**src/hdl/ptw_consts.svh**
```systemverilog
// Sv32 walker widths, PTE field sizes and satp bit positions
`ifndef PTW_CONSTS_SVH
`define PTW_CONSTS_SVH

// Data and address width
`define PTW_XLEN 32

// Virtual address fields
`define PTW_PGOFF_W 12
`define PTW_VPN_W 10

// Physical page number fields held in a PTE
`define PTW_PPN1_W 12
`define PTW_PPN0_W 10
`define PTW_PPN_W 22

// PTEs are 4 bytes
`define PTW_PTE_SHIFT 2

// satp layout
`define PTW_SATP_MODE_BIT 31

`endif

```
**src/hdl/ptw_pkg.sv**
```systemverilog
// Request, response, PTE, privilege and fault types for the Sv32 walker
`default_nettype none

`include "ptw_consts.svh"

package ptw_pkg;

    typedef enum logic [1:0] {
        priv_u = 2'b00,
        priv_s = 2'b01,
        priv_m = 2'b11
    } priv_mode_t;

    typedef enum logic {
        fault_access = 1'b0,
        fault_page   = 1'b1
    } fault_t;

    typedef struct packed {
        logic                 valid;
        logic [`PTW_XLEN-1:0] addr;
        logic                 wen;
        logic [`PTW_XLEN-1:0] wdata;
    } mem_req_t;

    typedef struct packed {
        logic                 valid;
        logic [`PTW_XLEN-1:0] rdata;
        logic                 error;
        fault_t               errty;
    } mem_resp_t;

    typedef struct packed {
        logic d;
        logic a;
        logic g;
        logic u;
        logic x;
        logic w;
        logic r;
        logic v;
    } pte_flags_t;

    // Whole number for pointers and level 0, split pair for superpages
    typedef union packed {
        logic [`PTW_PPN_W-1:0] num;
        struct packed {
            logic [`PTW_PPN1_W-1:0] ppn1;
            logic [`PTW_PPN0_W-1:0] ppn0;
        } part;
    } pte_ppn_u;

    typedef struct packed {
        pte_ppn_u   ppn;
        logic [1:0] rsw;
        pte_flags_t flags;
    } pte_t;

    typedef struct packed {
        logic [`PTW_VPN_W-1:0]   vpn1;
        logic [`PTW_VPN_W-1:0]   vpn0;
        logic [`PTW_PGOFF_W-1:0] pgoff;
    } vaddr_t;

    typedef enum logic [1:0] {
        pte_pointer,
        pte_leaf,
        pte_page_fault,
        pte_access_fault
    } pte_class_t;

endpackage

`default_nettype wire

```
**src/hdl/pte_check.sv**
```systemverilog
// PTE classifier: next-level pointer, leaf, page fault or access fault
`timescale 1ns/100ps
`default_nettype none

module pte_check #(
    parameter int exec_mode = 0
) (
    input  wire ptw_pkg::pte_t       pte,
    input  wire                      level,
    input  wire                      wen,
    input  wire                      error,
    input  wire ptw_pkg::priv_mode_t mode,
    input  wire                      mxr,
    input  wire                      sum,
    output ptw_pkg::pte_class_t      pte_class
);

    logic leaf;
    logic perm_ok;
    logic user_fault;
    logic format_fault;
    logic page_fault;

    always_comb begin
        leaf = pte.flags.r | pte.flags.w | pte.flags.x;

        // Permission needed by this access
        if (exec_mode != 0) begin
            perm_ok = pte.flags.x;
        end else if (wen) begin
            perm_ok = pte.flags.w;
        end else begin
            perm_ok = pte.flags.r | (mxr & pte.flags.x);
        end

        // Fetch from a user page is never allowed in S-mode
        user_fault = (mode == ptw_pkg::priv_s) & pte.flags.u & ((exec_mode != 0) | !sum);

        format_fault = !pte.flags.v
                     | (pte.flags.w & !pte.flags.r)
                     | pte.flags.g
                     | (!leaf & (pte.flags.a | pte.flags.d))
                     | (!leaf & !level);

        // Misaligned superpage
        page_fault = format_fault
                   | user_fault
                   | (leaf & level & (pte.ppn.part.ppn0 != '0))
                   | (leaf & !perm_ok)
                   | (leaf & (!pte.flags.a | (wen & !pte.flags.d)));

        if (error) begin
            pte_class = ptw_pkg::pte_access_fault;
        end else if (page_fault) begin
            pte_class = ptw_pkg::pte_page_fault;
        end else if (leaf) begin
            pte_class = ptw_pkg::pte_leaf;
        end else begin
            pte_class = ptw_pkg::pte_pointer;
        end
    end

endmodule

`default_nettype wire

```
**src/hdl/walk_control.sv**
```systemverilog
// Walk FSM with saved request, PTE and physical address forming, and result capture
`timescale 1ns/100ps
`default_nettype none

`include "ptw_consts.svh"

module walk_control (
    input  wire                      clk,
    input  wire                      reset,
    input  wire                      translate,
    input  wire [`PTW_PPN_W-1:0]     satp_ppn,
    input  wire ptw_pkg::mem_req_t   preq,
    input  wire ptw_pkg::pte_class_t pte_class,
    input  wire ptw_pkg::mem_resp_t  pteresp,
    input  wire                      mem_ready,
    input  wire ptw_pkg::mem_resp_t  memresp,
    input  wire                      pte_ready,
    output logic                     walk_idle,
    output logic                     level,
    output ptw_pkg::mem_req_t        saved_req,
    output ptw_pkg::pte_t            walk_pte,
    output logic                     ptereq_valid,
    output logic [`PTW_XLEN-1:0]     ptereq_addr,
    output ptw_pkg::mem_req_t        walk_memreq,
    output logic                     walk_done,
    output ptw_pkg::mem_resp_t       walk_result
);

    // Physical addresses are 32 bits, so the top PPN bits are dropped
    localparam int PA_PPN_W  = `PTW_XLEN - `PTW_PGOFF_W;
    localparam int PA_PPN1_W = PA_PPN_W - `PTW_PPN0_W;

    typedef enum logic [2:0] {
        st_idle,
        st_walk_req,
        st_walk_wait,
        st_mem_req,
        st_mem_wait,
        st_done
    } state_t;

    state_t state;

    ptw_pkg::vaddr_t      req_va;
    ptw_pkg::vaddr_t      saved_va;
    logic [`PTW_XLEN-1:0] next_addr;
    logic [`PTW_XLEN-1:0] l1_pte_addr;
    logic [`PTW_XLEN-1:0] l0_pte_addr;
    logic [`PTW_XLEN-1:0] leaf_paddr;
    logic                 accept;
    logic                 pte_take;
    logic                 mem_take;

    assign req_va   = preq.addr;
    assign saved_va = saved_req.addr;
    assign walk_pte = pteresp.rdata;

    assign accept   = (state == st_idle) & translate & preq.valid;
    assign pte_take = (state == st_walk_wait) & pteresp.valid;
    assign mem_take = (state == st_mem_wait) & memresp.valid;

    always_comb begin
        l1_pte_addr = {satp_ppn[PA_PPN_W-1:0], req_va.vpn1, {`PTW_PTE_SHIFT{1'b0}}};
        l0_pte_addr = {walk_pte.ppn.num[PA_PPN_W-1:0], saved_va.vpn0,
                       {`PTW_PTE_SHIFT{1'b0}}};
        if (level) begin
            // Superpage keeps vpn0 from the virtual address
            leaf_paddr = {walk_pte.ppn.part.ppn1[PA_PPN1_W-1:0], saved_va.vpn0,
                          saved_va.pgoff};
        end else begin
            leaf_paddr = {walk_pte.ppn.num[PA_PPN_W-1:0], saved_va.pgoff};
        end
    end

    always_ff @(posedge clk) begin
        if (reset) begin
            state <= st_idle;
        end else begin
            case (state)
                st_idle: begin
                    if (accept) begin
                        state <= st_walk_req;
                    end
                end
                st_walk_req: begin
                    if (pte_ready) begin
                        state <= st_walk_wait;
                    end
                end
                st_walk_wait: begin
                    if (pteresp.valid) begin
                        case (pte_class)
                            ptw_pkg::pte_pointer: state <= st_walk_req;
                            ptw_pkg::pte_leaf:    state <= st_mem_req;
                            default:              state <= st_done;
                        endcase
                    end
                end
                st_mem_req: begin
                    if (mem_ready) begin
                        state <= st_mem_wait;
                    end
                end
                st_mem_wait: begin
                    if (memresp.valid) begin
                        state <= st_done;
                    end
                end
                st_done: state <= st_idle;
                default: state <= st_idle;
            endcase
        end
    end

    // Request, walk address and result payload
    always_ff @(posedge clk) begin
        if (accept) begin
            saved_req <= preq;
            level     <= 1'b1;
            next_addr <= l1_pte_addr;
        end
        if (pte_take) begin
            case (pte_class)
                ptw_pkg::pte_pointer: begin
                    level     <= 1'b0;
                    next_addr <= l0_pte_addr;
                end
                ptw_pkg::pte_leaf: next_addr <= leaf_paddr;
                default: begin
                    walk_result <= '{
                        valid: 1'b1,
                        rdata: '0,
                        error: 1'b1,
                        errty: (pte_class == ptw_pkg::pte_access_fault) ?
                               ptw_pkg::fault_access : ptw_pkg::fault_page
                    };
                end
            endcase
        end
        if (mem_take) begin
            walk_result <= '{
                valid: 1'b1,
                rdata: memresp.rdata,
                error: memresp.error,
                errty: memresp.errty
            };
        end
    end

    assign walk_idle    = state == st_idle;
    assign walk_done    = state == st_done;
    assign ptereq_valid = state == st_walk_req;
    assign ptereq_addr  = next_addr;

    assign walk_memreq = '{
        valid: state == st_mem_req,
        addr:  next_addr,
        wen:   saved_req.wen,
        wdata: saved_req.wdata
    };

endmodule

`default_nettype wire

```
**src/hdl/resp_select.sv**
```systemverilog
// Bare or translated selection of memory traffic and the processor response
`timescale 1ns/100ps
`default_nettype none

module resp_select (
    input  wire                     translate,
    input  wire ptw_pkg::mem_req_t  preq,
    input  wire ptw_pkg::mem_resp_t memresp,
    input  wire                     walk_idle,
    input  wire ptw_pkg::mem_req_t  walk_memreq,
    input  wire                     walk_done,
    input  wire ptw_pkg::mem_resp_t walk_result,
    input  wire                     mem_ready,
    output ptw_pkg::mem_req_t       memreq,
    output ptw_pkg::mem_resp_t      presp,
    output logic                    preq_ready
);

    always_comb begin
        if (translate) begin
            memreq      = walk_memreq;
            preq_ready  = walk_idle;
            presp       = walk_result;
            // Result is only meaningful in the done cycle
            presp.valid = walk_done;
        end else begin
            // Bare mode passes straight through
            memreq     = preq;
            preq_ready = mem_ready;
            presp      = memresp;
        end
    end

endmodule

`default_nettype wire

```
**src/hdl/page_table_walker.sv**
```systemverilog
// Sv32 page table walker top: PTE checker, walk FSM and response select
`timescale 1ns/100ps
`default_nettype none

`include "ptw_consts.svh"

module page_table_walker #(
    parameter int exec_mode = 0
) (
    input  wire                      clk,
    input  wire                      reset,
    input  wire ptw_pkg::mem_req_t   preq,
    output logic                     preq_ready,
    output ptw_pkg::mem_resp_t       presp,
    input  wire ptw_pkg::priv_mode_t mode,
    input  wire [`PTW_XLEN-1:0]      satp,
    input  wire                      mxr,
    input  wire                      sum,
    output ptw_pkg::mem_req_t        memreq,
    input  wire                      mem_ready,
    input  wire ptw_pkg::mem_resp_t  memresp,
    output logic                     ptereq_valid,
    output logic [`PTW_XLEN-1:0]     ptereq_addr,
    input  wire                      pte_ready,
    input  wire ptw_pkg::mem_resp_t  pteresp
);

    logic                translate;
    logic                walk_idle;
    logic                level;
    logic                walk_done;
    ptw_pkg::mem_req_t   saved_req;
    ptw_pkg::mem_req_t   walk_memreq;
    ptw_pkg::mem_resp_t  walk_result;
    ptw_pkg::pte_t       walk_pte;
    ptw_pkg::pte_class_t pte_class;

    // M-mode always runs untranslated
    assign translate = satp[`PTW_SATP_MODE_BIT] & (mode != ptw_pkg::priv_m);

    pte_check #(
        .exec_mode(exec_mode)
    ) u_pte_check (
        .pte      (walk_pte),
        .level    (level),
        .wen      (saved_req.wen),
        .error    (pteresp.error),
        .mode     (mode),
        .mxr      (mxr),
        .sum      (sum),
        .pte_class(pte_class)
    );

    walk_control u_walk_control (
        .clk         (clk),
        .reset       (reset),
        .translate   (translate),
        .satp_ppn    (satp[`PTW_PPN_W-1:0]),
        .preq        (preq),
        .pte_class   (pte_class),
        .pteresp     (pteresp),
        .mem_ready   (mem_ready),
        .memresp     (memresp),
        .pte_ready   (pte_ready),
        .walk_idle   (walk_idle),
        .level       (level),
        .saved_req   (saved_req),
        .walk_pte    (walk_pte),
        .ptereq_valid(ptereq_valid),
        .ptereq_addr (ptereq_addr),
        .walk_memreq (walk_memreq),
        .walk_done   (walk_done),
        .walk_result (walk_result)
    );

    resp_select u_resp_select (
        .translate  (translate),
        .preq       (preq),
        .memresp    (memresp),
        .walk_idle  (walk_idle),
        .walk_memreq(walk_memreq),
        .walk_done  (walk_done),
        .walk_result(walk_result),
        .mem_ready  (mem_ready),
        .memreq     (memreq),
        .presp      (presp),
        .preq_ready (preq_ready)
    );

endmodule

`default_nettype wire

```
**config.mk**
```make
export PLATFORM = sky130hd
export DESIGN_NAME = page_table_walker
export DESIGN_NICKNAME = d
export VERILOG_FILES = /design/src/hdl/ptw_pkg.sv /design/src/hdl/pte_check.sv /design/src/hdl/walk_control.sv /design/src/hdl/resp_select.sv /design/src/hdl/page_table_walker.sv
export VERILOG_INCLUDE_DIRS = /design/src /design/src/hdl
export SDC_FILE = /design/constraint.sdc
export NUM_CORES = 1
export LEC_CHECK = 0
export ABC_AREA = 1
export BUFFER_PORTS_ARGS = -buffer_cell sky130_fd_sc_hd__buf_4
export CAP_MARGIN = 5
export CELL_PAD_IN_SITES_DETAIL_PLACEMENT = 0
export CELL_PAD_IN_SITES_GLOBAL_PLACEMENT = 1
export CORE_MARGIN = 1
export CORE_UTILIZATION = 35
export DETAILED_ROUTE_END_ITERATION = 8
export HOLD_SLACK_MARGIN = 0.06
export PLACE_DENSITY_LB_ADDON = 0.3
export SLEW_MARGIN = 20
export SYNTH_ARGS = -nofsm -noshare
export SYNTH_HDL_FRONTEND = slang
export SYNTH_SLANG_ARGS = --single-unit
```
**constraint.sdc**
```tcl
create_clock -name clk -period 10.3 [get_ports clk]
set_clock_uncertainty 0.15 [all_clocks]
set_input_delay 2.06 -clock clk [delete_from_list [all_inputs] [get_ports clk]]
set_output_delay 2.06 -clock clk [all_outputs]
set_load 0.005 [all_outputs]
```
==> impl_metrics.tcl, run 1 <==
set metrics [dict create \
    regToRegEndpoint "u_walk_control.ptereq_addr[28]" \
    synth_area_mm2 0.00632 \
    clkLatencyLatePin_ns 0.41 \
    drive_above_1_share_pct 33.3 \
    cp-endpoint "presp[34]" \
    area_growth_pct 48.1 \
    detailed_place.area_mm2 0.00866 \
    io_pins 311 \
    vias 5967 \
    rr_worst_depth 9 \
    die_w_um 136 \
    diodes 0 \
    crit_fanout 82 \
    place.port_buffers 294 \
    ff2ff_setup_slack_ns 7.20 \
    vdd_ir_drop_max_mv 0.110 \
    dp_hpwl_mm 13.7 \
    synth_edf_count 89 \
    wl_mm 19.3 \
    worstMarginPinSlew_ns 0.838 \
    clkTransAtPathRegs_ns 0.06 \
    cts_root_buffer "clkbuf_16" \
    slew_headroom_pct 43.9 \
    cts_resized 0 \
    syn_nets 966 \
    h-tree-depth 4 \
    fin_tns_setup_ns 0 \
    worstPathRequired_ns 8.09 \
    fp.coreArea_mm2 0.0175 \
    path_class "in -> out" \
    rows 48 \
    drc 0 \
    first_pass_iters 4 \
    period_minus_slack_ns 6.20 \
    synth_top_flop_cell "edfxtp_1" \
    drv_cap 0 \
    seq_area_frac_synth_pct 53.7 \
    postCtsSetupBuffers 0 \
    antenna_found_initial 0 \
    first_iter_violations 256 \
    hp-class "reg -> reg" \
    hold_depth 2 \
    ys_warn_count 0 \
    multiInputGateArea_mm2 0.00244 \
    fmax_ghz 0.161 \
    vias_per_cell 4.57 \
    die_y_um 136 \
    start_util_pct 36.1 \
    power_density_mw_per_mm2 207 \
    antenna_left 0 \
    synth.distinct_cells 28 \
    ys_async_sr_fraction_pct 0 \
    seqCellArea_mm2 0.00339 \
    nets 1245 \
    cts-hold-fix-buffers 0 \
    fillers 1671 \
    gr-total-overflow 0 \
    grt_pass1_vias 5555 \
    wl_per_cell_um 14.7 \
    stdcell_area_mm2 0.00936 \
    cts_sinks 125 \
    r2r-start "u_walk_control.state[2]" \
    drv_slew 0 \
    synthCells 790 \
    cts_buffers 17 \
    hold_violations 0 \
    status "complete, no violations" \
    finalCritPeriodShare_pct 60.2 \
    place.gp.congestion 0.798 \
    rsz0062_at_grt "false" \
    cts_tree "yes" \
    clockBufferDepth 2 \
    end_kind "output pin" \
    grt_max_degree 83 \
    die_area_mm2 0.0186 \
    start_kind "input pin" \
    leakage_nw 4.55 \
    setup_viol 0 \
    grt_pass1_wl_mm 29.1 \
    grtUsageTotal_pct 20.7 \
    syn_avg_cell_area_um2 8.00 \
    ys_ff_latch 125 \
    critical_path_arrival_ns 3.99 \
    setup.worst_path.start "mode[1]" \
]
==> layout by cell type, fill, tap and decap left out, types with 5 or more instances in the layout <==
| cell | synthesis | routed |
|---|---|---|
| buf_4 | 0 | 298 |
| bufinv_16 | 0 | 6 |
| clkbuf_16 | 0 | 17 |
| dfxtp_1 | 36 | 36 |
| edfxtp_1 | 89 | 89 |
| inv_1 | 74 | 73 |
| inv_2 | 5 | 5 |
| nand2_1 | 331 | 329 |
| nand3_1 | 33 | 33 |
| nand3_2 | 8 | 8 |
| nand4_1 | 15 | 15 |
| nor2_1 | 47 | 47 |
| o211ai_1 | 9 | 9 |
| o21a_1 | 10 | 10 |
| o21ai_0 | 73 | 72 |
==> power by group <==
part | switching [mW] | internal [mW]
clock | 0.231 | 0.462
combinational | 0.252 | 0.272
sequential | 0.0697 | 0.649
==> cells in the mapped netlist, drive strengths merged, types with 4 or more instances <==
cell,n,area share [%]
edfxtp,89,42
nand2,334,20
nand3,41,3.9
o211ai,9,1.1
dfxtp,36,11
inv,79,4.7
o21a,10,1.2
nand4,15,1.5
buf,20,1.9
o21ai,76,6.1
clkbuf,19,1.1
nor2,51,3.4
nor3,4,0.48
==> final cells by class <==
class | instances | share of cell area (%)
clock inverter | 13 | 2.54
timing repair buffer | 299 | 24.1
clock buffer | 19 | 4.73
inverter | 80 | 3.25
sequential | 125 | 36.3
tap | 225 | 3.01
multi-input combinational | 546 | 26.1
==> registers in the layout, indices dropped and copies added, names as in the netlist <==
| register | count |
|---|---|
| u_walk_control.state | 3 |
| u_walk_control.ptereq_addr | 32 |
| u_walk_control.walk_result | 34 |
| u_walk_control.saved_va | 22 |
| u_walk_control.level | 1 |
| u_walk_control.saved_req | 33 |
==> through the flow <==
stage	setup slack [ns]	utilization (%)	power, mW	std cells	hold WS, ns
after floorplan	4.44	-	0.957	790	0.285
after CTS	4.10	53.5	1.96	1306	0.310
final	4.10	53.5	1.94	1307	0.304
after global placement	4.11	49.6	1.25	1274	0.292
after global routing	3.92	53.5	2.05	1307	0.329
after detailed placement	4.09	49.6	1.26	1274	0.298
==> routing by layer <==
layer,routed length (um),track usage (%),vias to the layer above
met5,0,0,-
met4,312,6.91,0
met3,1430,5.15,22
met2,9150,34.8,201
met1,8370,25.7,2633
li1,-,-,3111
==> cells by family after synthesis <==
family | after synthesis | synth area share [%]
AOI/OAI and AO/OA | 100 | 8.87
buffers and inverters | 119 | 7.82
DFF | 125 | 53.7
and+or+nand+nor | 446 | 29.6
==> worst max-delay path: stages <==
cell and delay (ns):
buf_4 0.11, nand2_1 0.07, nand2_2 0.07, inv_4 0.45, buf_4 0.68, nand4_1 0.16
o21ai_0 0.13, buf_4 0.15
==> worst min path at each step <==
stage | start | endpoint
6_report | u_walk_control.saved_va[9] | u_walk_control.ptereq_addr[9]
5_1_grt | u_walk_control.saved_va[10] | u_walk_control.ptereq_addr[10]
4_1_cts | u_walk_control.saved_va[9] | u_walk_control.ptereq_addr[9]
3_5_place_dp | u_walk_control.saved_va[9] | u_walk_control.ptereq_addr[9]
3_3_place_gp | u_walk_control.saved_va[11] | u_walk_control.ptereq_addr[11]
2_1_floorplan | u_walk_control.saved_va[10] | u_walk_control.ptereq_addr[10]
No activity file was read; power rests on OpenSTA's default activity.
==> run 2, diff against run 1 <==
--- a/config.mk
+++ b/config.mk
@@ -6,13 +6,13 @@
 export SDC_FILE = /design/constraint.sdc
 export NUM_CORES = 1
 export LEC_CHECK = 0
-export ABC_AREA = 1
+export ABC_AREA = 0
 export BUFFER_PORTS_ARGS = -buffer_cell sky130_fd_sc_hd__buf_4
 export CAP_MARGIN = 5
 export CELL_PAD_IN_SITES_DETAIL_PLACEMENT = 0
 export CELL_PAD_IN_SITES_GLOBAL_PLACEMENT = 1
 export CORE_MARGIN = 1
-export CORE_UTILIZATION = 35
+export CORE_UTILIZATION = 33
 export DETAILED_ROUTE_END_ITERATION = 8
 export HOLD_SLACK_MARGIN = 0.06
 export PLACE_DENSITY_LB_ADDON = 0.3
==> constraint.sdc (replaced) <==
create_clock -name clk -period 6.24 [get_ports clk]
set_clock_uncertainty 0.15 [all_clocks]
set_input_delay 1.248 -clock clk [delete_from_list [all_inputs] [get_ports clk]]
set_output_delay 1.248 -clock clk [all_outputs]
set_load 0.005 [all_outputs]
==> run 2 against run 1 <==
Against the previous run: routed wire length up 0.96%; first-iteration DRC count is 26% higher; sequential power increased by 53%; setup slack got worse by 2.2 ns; die area up 2.7%; critical endpoint is now presp[6]; final area down 2.6%; non-clock buffer count grew 1; sequential cell count stayed put; highest routed layer unchanged; via count shrank 3.5%; the flow now finishes with violations (design-rule violations); critical path depth fell by 2; worst hold slack improved by 0.013 ns; synthesized cell count is 15% lower.
==> impl_metrics.tcl, run 2 <==
set metrics [dict create \
    grtUsageTotal_pct 20.4 \
    yosysTopAreaCell "edfxtp_1" \
    largest_register_ffs 34 \
    nets 1125 \
    first_iter_violations 322 \
    gr-total-overflow 0 \
    hp-class "reg -> reg" \
    place.gp.congestion 0.770 \
    crit_fanout 74 \
    end_kind "output pin" \
    wl_mm 19.4 \
    fp.coreArea_mm2 0.0181 \
    syn_avg_cell_area_um2 9.12 \
    ys_ff_latch 125 \
    leakage_nw 4.53 \
    crit_path_frequent_cell "buf_4" \
    fin_tns_setup_ns 0 \
    syn_nets 847 \
    hold_depth 2 \
    clkLatencyLatePin_ns 0.41 \
    fmax_ghz 0.230 \
    slowest_stage "a21bo_4" \
    rsz0062_at_grt "false" \
    vias_per_cell 4.84 \
    p_int_mw 2.00 \
    vias 5759 \
    seqCellArea_mm2 0.00339 \
    cts-hold-fix-buffers 0 \
    dp_hpwl_mm 13.3 \
    netSwitchingFraction_pct 26.8 \
    grt_pass1_vias 5795 \
    cts_sinks 125 \
    path_class "in -> out" \
    status "finished, violations left" \
    fillers 1793 \
    synth_top_area_share_pct 43.7 \
    synth_area_mm2 0.00612 \
    setup.worst_path.start "satp[31]" \
    final_cells 1191 \
    synth.most_common_cell "nand2_1" \
    die_w_um 138 \
    dp_cells 1159 \
    io_pins 311 \
    clkTransAtPathRegs_ns 0.05 \
    start_kind "input pin" \
    clockBufferDepth 2 \
    r2r-start "u_walk_control.state[0]" \
    ys_async_sr_fraction_pct 0 \
    worstMarginPinSlew_ns 1.05 \
    die_area_mm2 0.0191 \
    vdd_ir_drop_max_mv 0.186 \
    power_switching_uw 732 \
    synth_edf_count 89 \
    p_clk_share_pct 35.6 \
    finalCritPeriodShare_pct 69.8 \
    combPwrFrac_pct 24.1 \
    cts_root_buffer "clkbuf_16" \
    drive_above_1_share_pct 36.0 \
    layout_common_cells "nand2_1, buf_4, edfxtp_1, dfxtp_1, and3_1" \
    postCtsSetupBuffers 0 \
    cts_tree "yes" \
    start_util_pct 33.8 \
    area_growth_pct 49.0 \
    synth.area.top_cells "edfxtp_1, nand2_1, dfxtp_1" \
    worstPathRequired_ns 4.84 \
    whs_ns 0.317 \
    path_cells "buf_4 -> a21bo_4 -> buf_4 -> nand2_1 -> nand2_1 -> buf_4" \
    h-tree-depth 4 \
    rr_worst_depth 5 \
    antenna_found_initial 0 \
    power_density_mw_per_mm2 300 \
    top_register "u_walk_control.walk_result" \
    synth_top_flop_cell "edfxtp_1" \
    critical_path_arrival_ns 2.96 \
    rows 49 \
    slew_headroom_pct 29.7 \
    die_y_um 138 \
    wl_per_cell_um 16.3 \
    setup_viol 0 \
    pwr-share-seq_pct 40.3 \
    seq_area_frac_synth_pct 55.5 \
    layout_commonest_cell "nand2_1" \
    max_stage_delay_ns 0.79 \
    drv_slew 0 \
    min_from "u_walk_control.saved_va[1]" \
    diodes 0 \
    synthCells 671 \
    final_core_util_pct 50.4 \
    antenna_left 0 \
    cts_buffers 17 \
    ys_warn_count 0 \
    drv_cap 0 \
    drc 36 \
    violations "design-rule violations" \
    synth.distinct_cells 54 \
    multiInputGateArea_mm2 0.00258 \
    first_pass_iters 7 \
    grt_pass1_wl_mm 30.7 \
    hold_violations 0 \
    period_minus_slack_ns 4.36 \
    grt_max_degree 102 \
    synthTopCellsByCount "nand2_1, edfxtp_1, dfxtp_1" \
    place.port_buffers 294 \
    cts_resized 0 \
]
==> run 2: changes by cell type after synthesis, sizes merged, moves of 12 or more <==
cell / previous run / this run
inv: 79 / 4
o21ai: 76 / 3
nand3: 41 / 6
and3: 0 / 32
nor2: 51 / 20
mux2i: 0 / 30
nand2: 334 / 309
a21oi: 3 / 20
clkbuf: 19 / 33
nand4: 15 / 1
buf: 20 / 8
==> run 2: critical path, delay by kind of cell <==
kind	cells	cell delay, ns
compound gates	1	0.79
buf+inv	3	0.70
simple gates	2	0.18
==> run 2: metrics by stage <==
step / worst slack [ns] / cell area, um^2 / total power, mW
final: 1.88 / 9120 / 2.73
after global routing: 1.72 / 9120 / 2.87
after CTS: 1.83 / 9120 / 2.77
after detailed placement: 1.84 / 8540 / 1.78
after global placement: 1.83 / 8540 / 1.78
after floorplan: 2.06 / 6120 / 1.37
==> run 2: final timing paths <==
check	slack (ns)	to
worst min register to register	0.32	u_walk_control.ptereq_addr[1]
worst max register to register	3.41	u_walk_control.saved_req[3]
worst min-delay path	0.32	u_walk_control.ptereq_addr[1]
worst max-delay path	1.88	presp[6]
==> run 2: cells by family (layout without fill, tap and decap cells) <==
family	count (synthesis)	in the layout	share of synthesized area [%]
simple gates	391	391	26.9
flops	125	125	55.5
compound gates	77	77	9.10
buf+inv	45	336	3.05
mux	33	33	5.46
==> run 2: power groups by stage <==
stage | logic (mW) | registers, mW | clock network [mW]
after floorplan | 0.266 | 1.10 | 0
after global placement | 0.663 | 1.12 | 0
after detailed placement | 0.664 | 1.12 | 0
after CTS | 0.667 | 1.10 | 0.997
after global routing | 0.721 | 1.12 | 1.03
final | 0.658 | 1.10 | 0.973
==> run 2: layer usage <==
metal	vias up	wire, um	track usage (%)	part of all wire, %
met4	0	316	6.80	1.6
met5	-	0	0	0
met3	18	1490	6.27	7.6
met2	206	9200	32.1	47
met1	2661	8440	26.8	43
li1	2874	-	-	-
==> run 2: layout make-up <==
| type | count | area share [%] |
|---|---|---|
| timing repair buffer | 300 | 24.8 |
| clock inverter | 8 | 1.00 |
| multi-input combinational | 501 | 28.3 |
| tap | 229 | 3.14 |
| clock buffer | 24 | 5.28 |
| sequential | 125 | 37.2 |
| inverter | 4 | 0.165 |
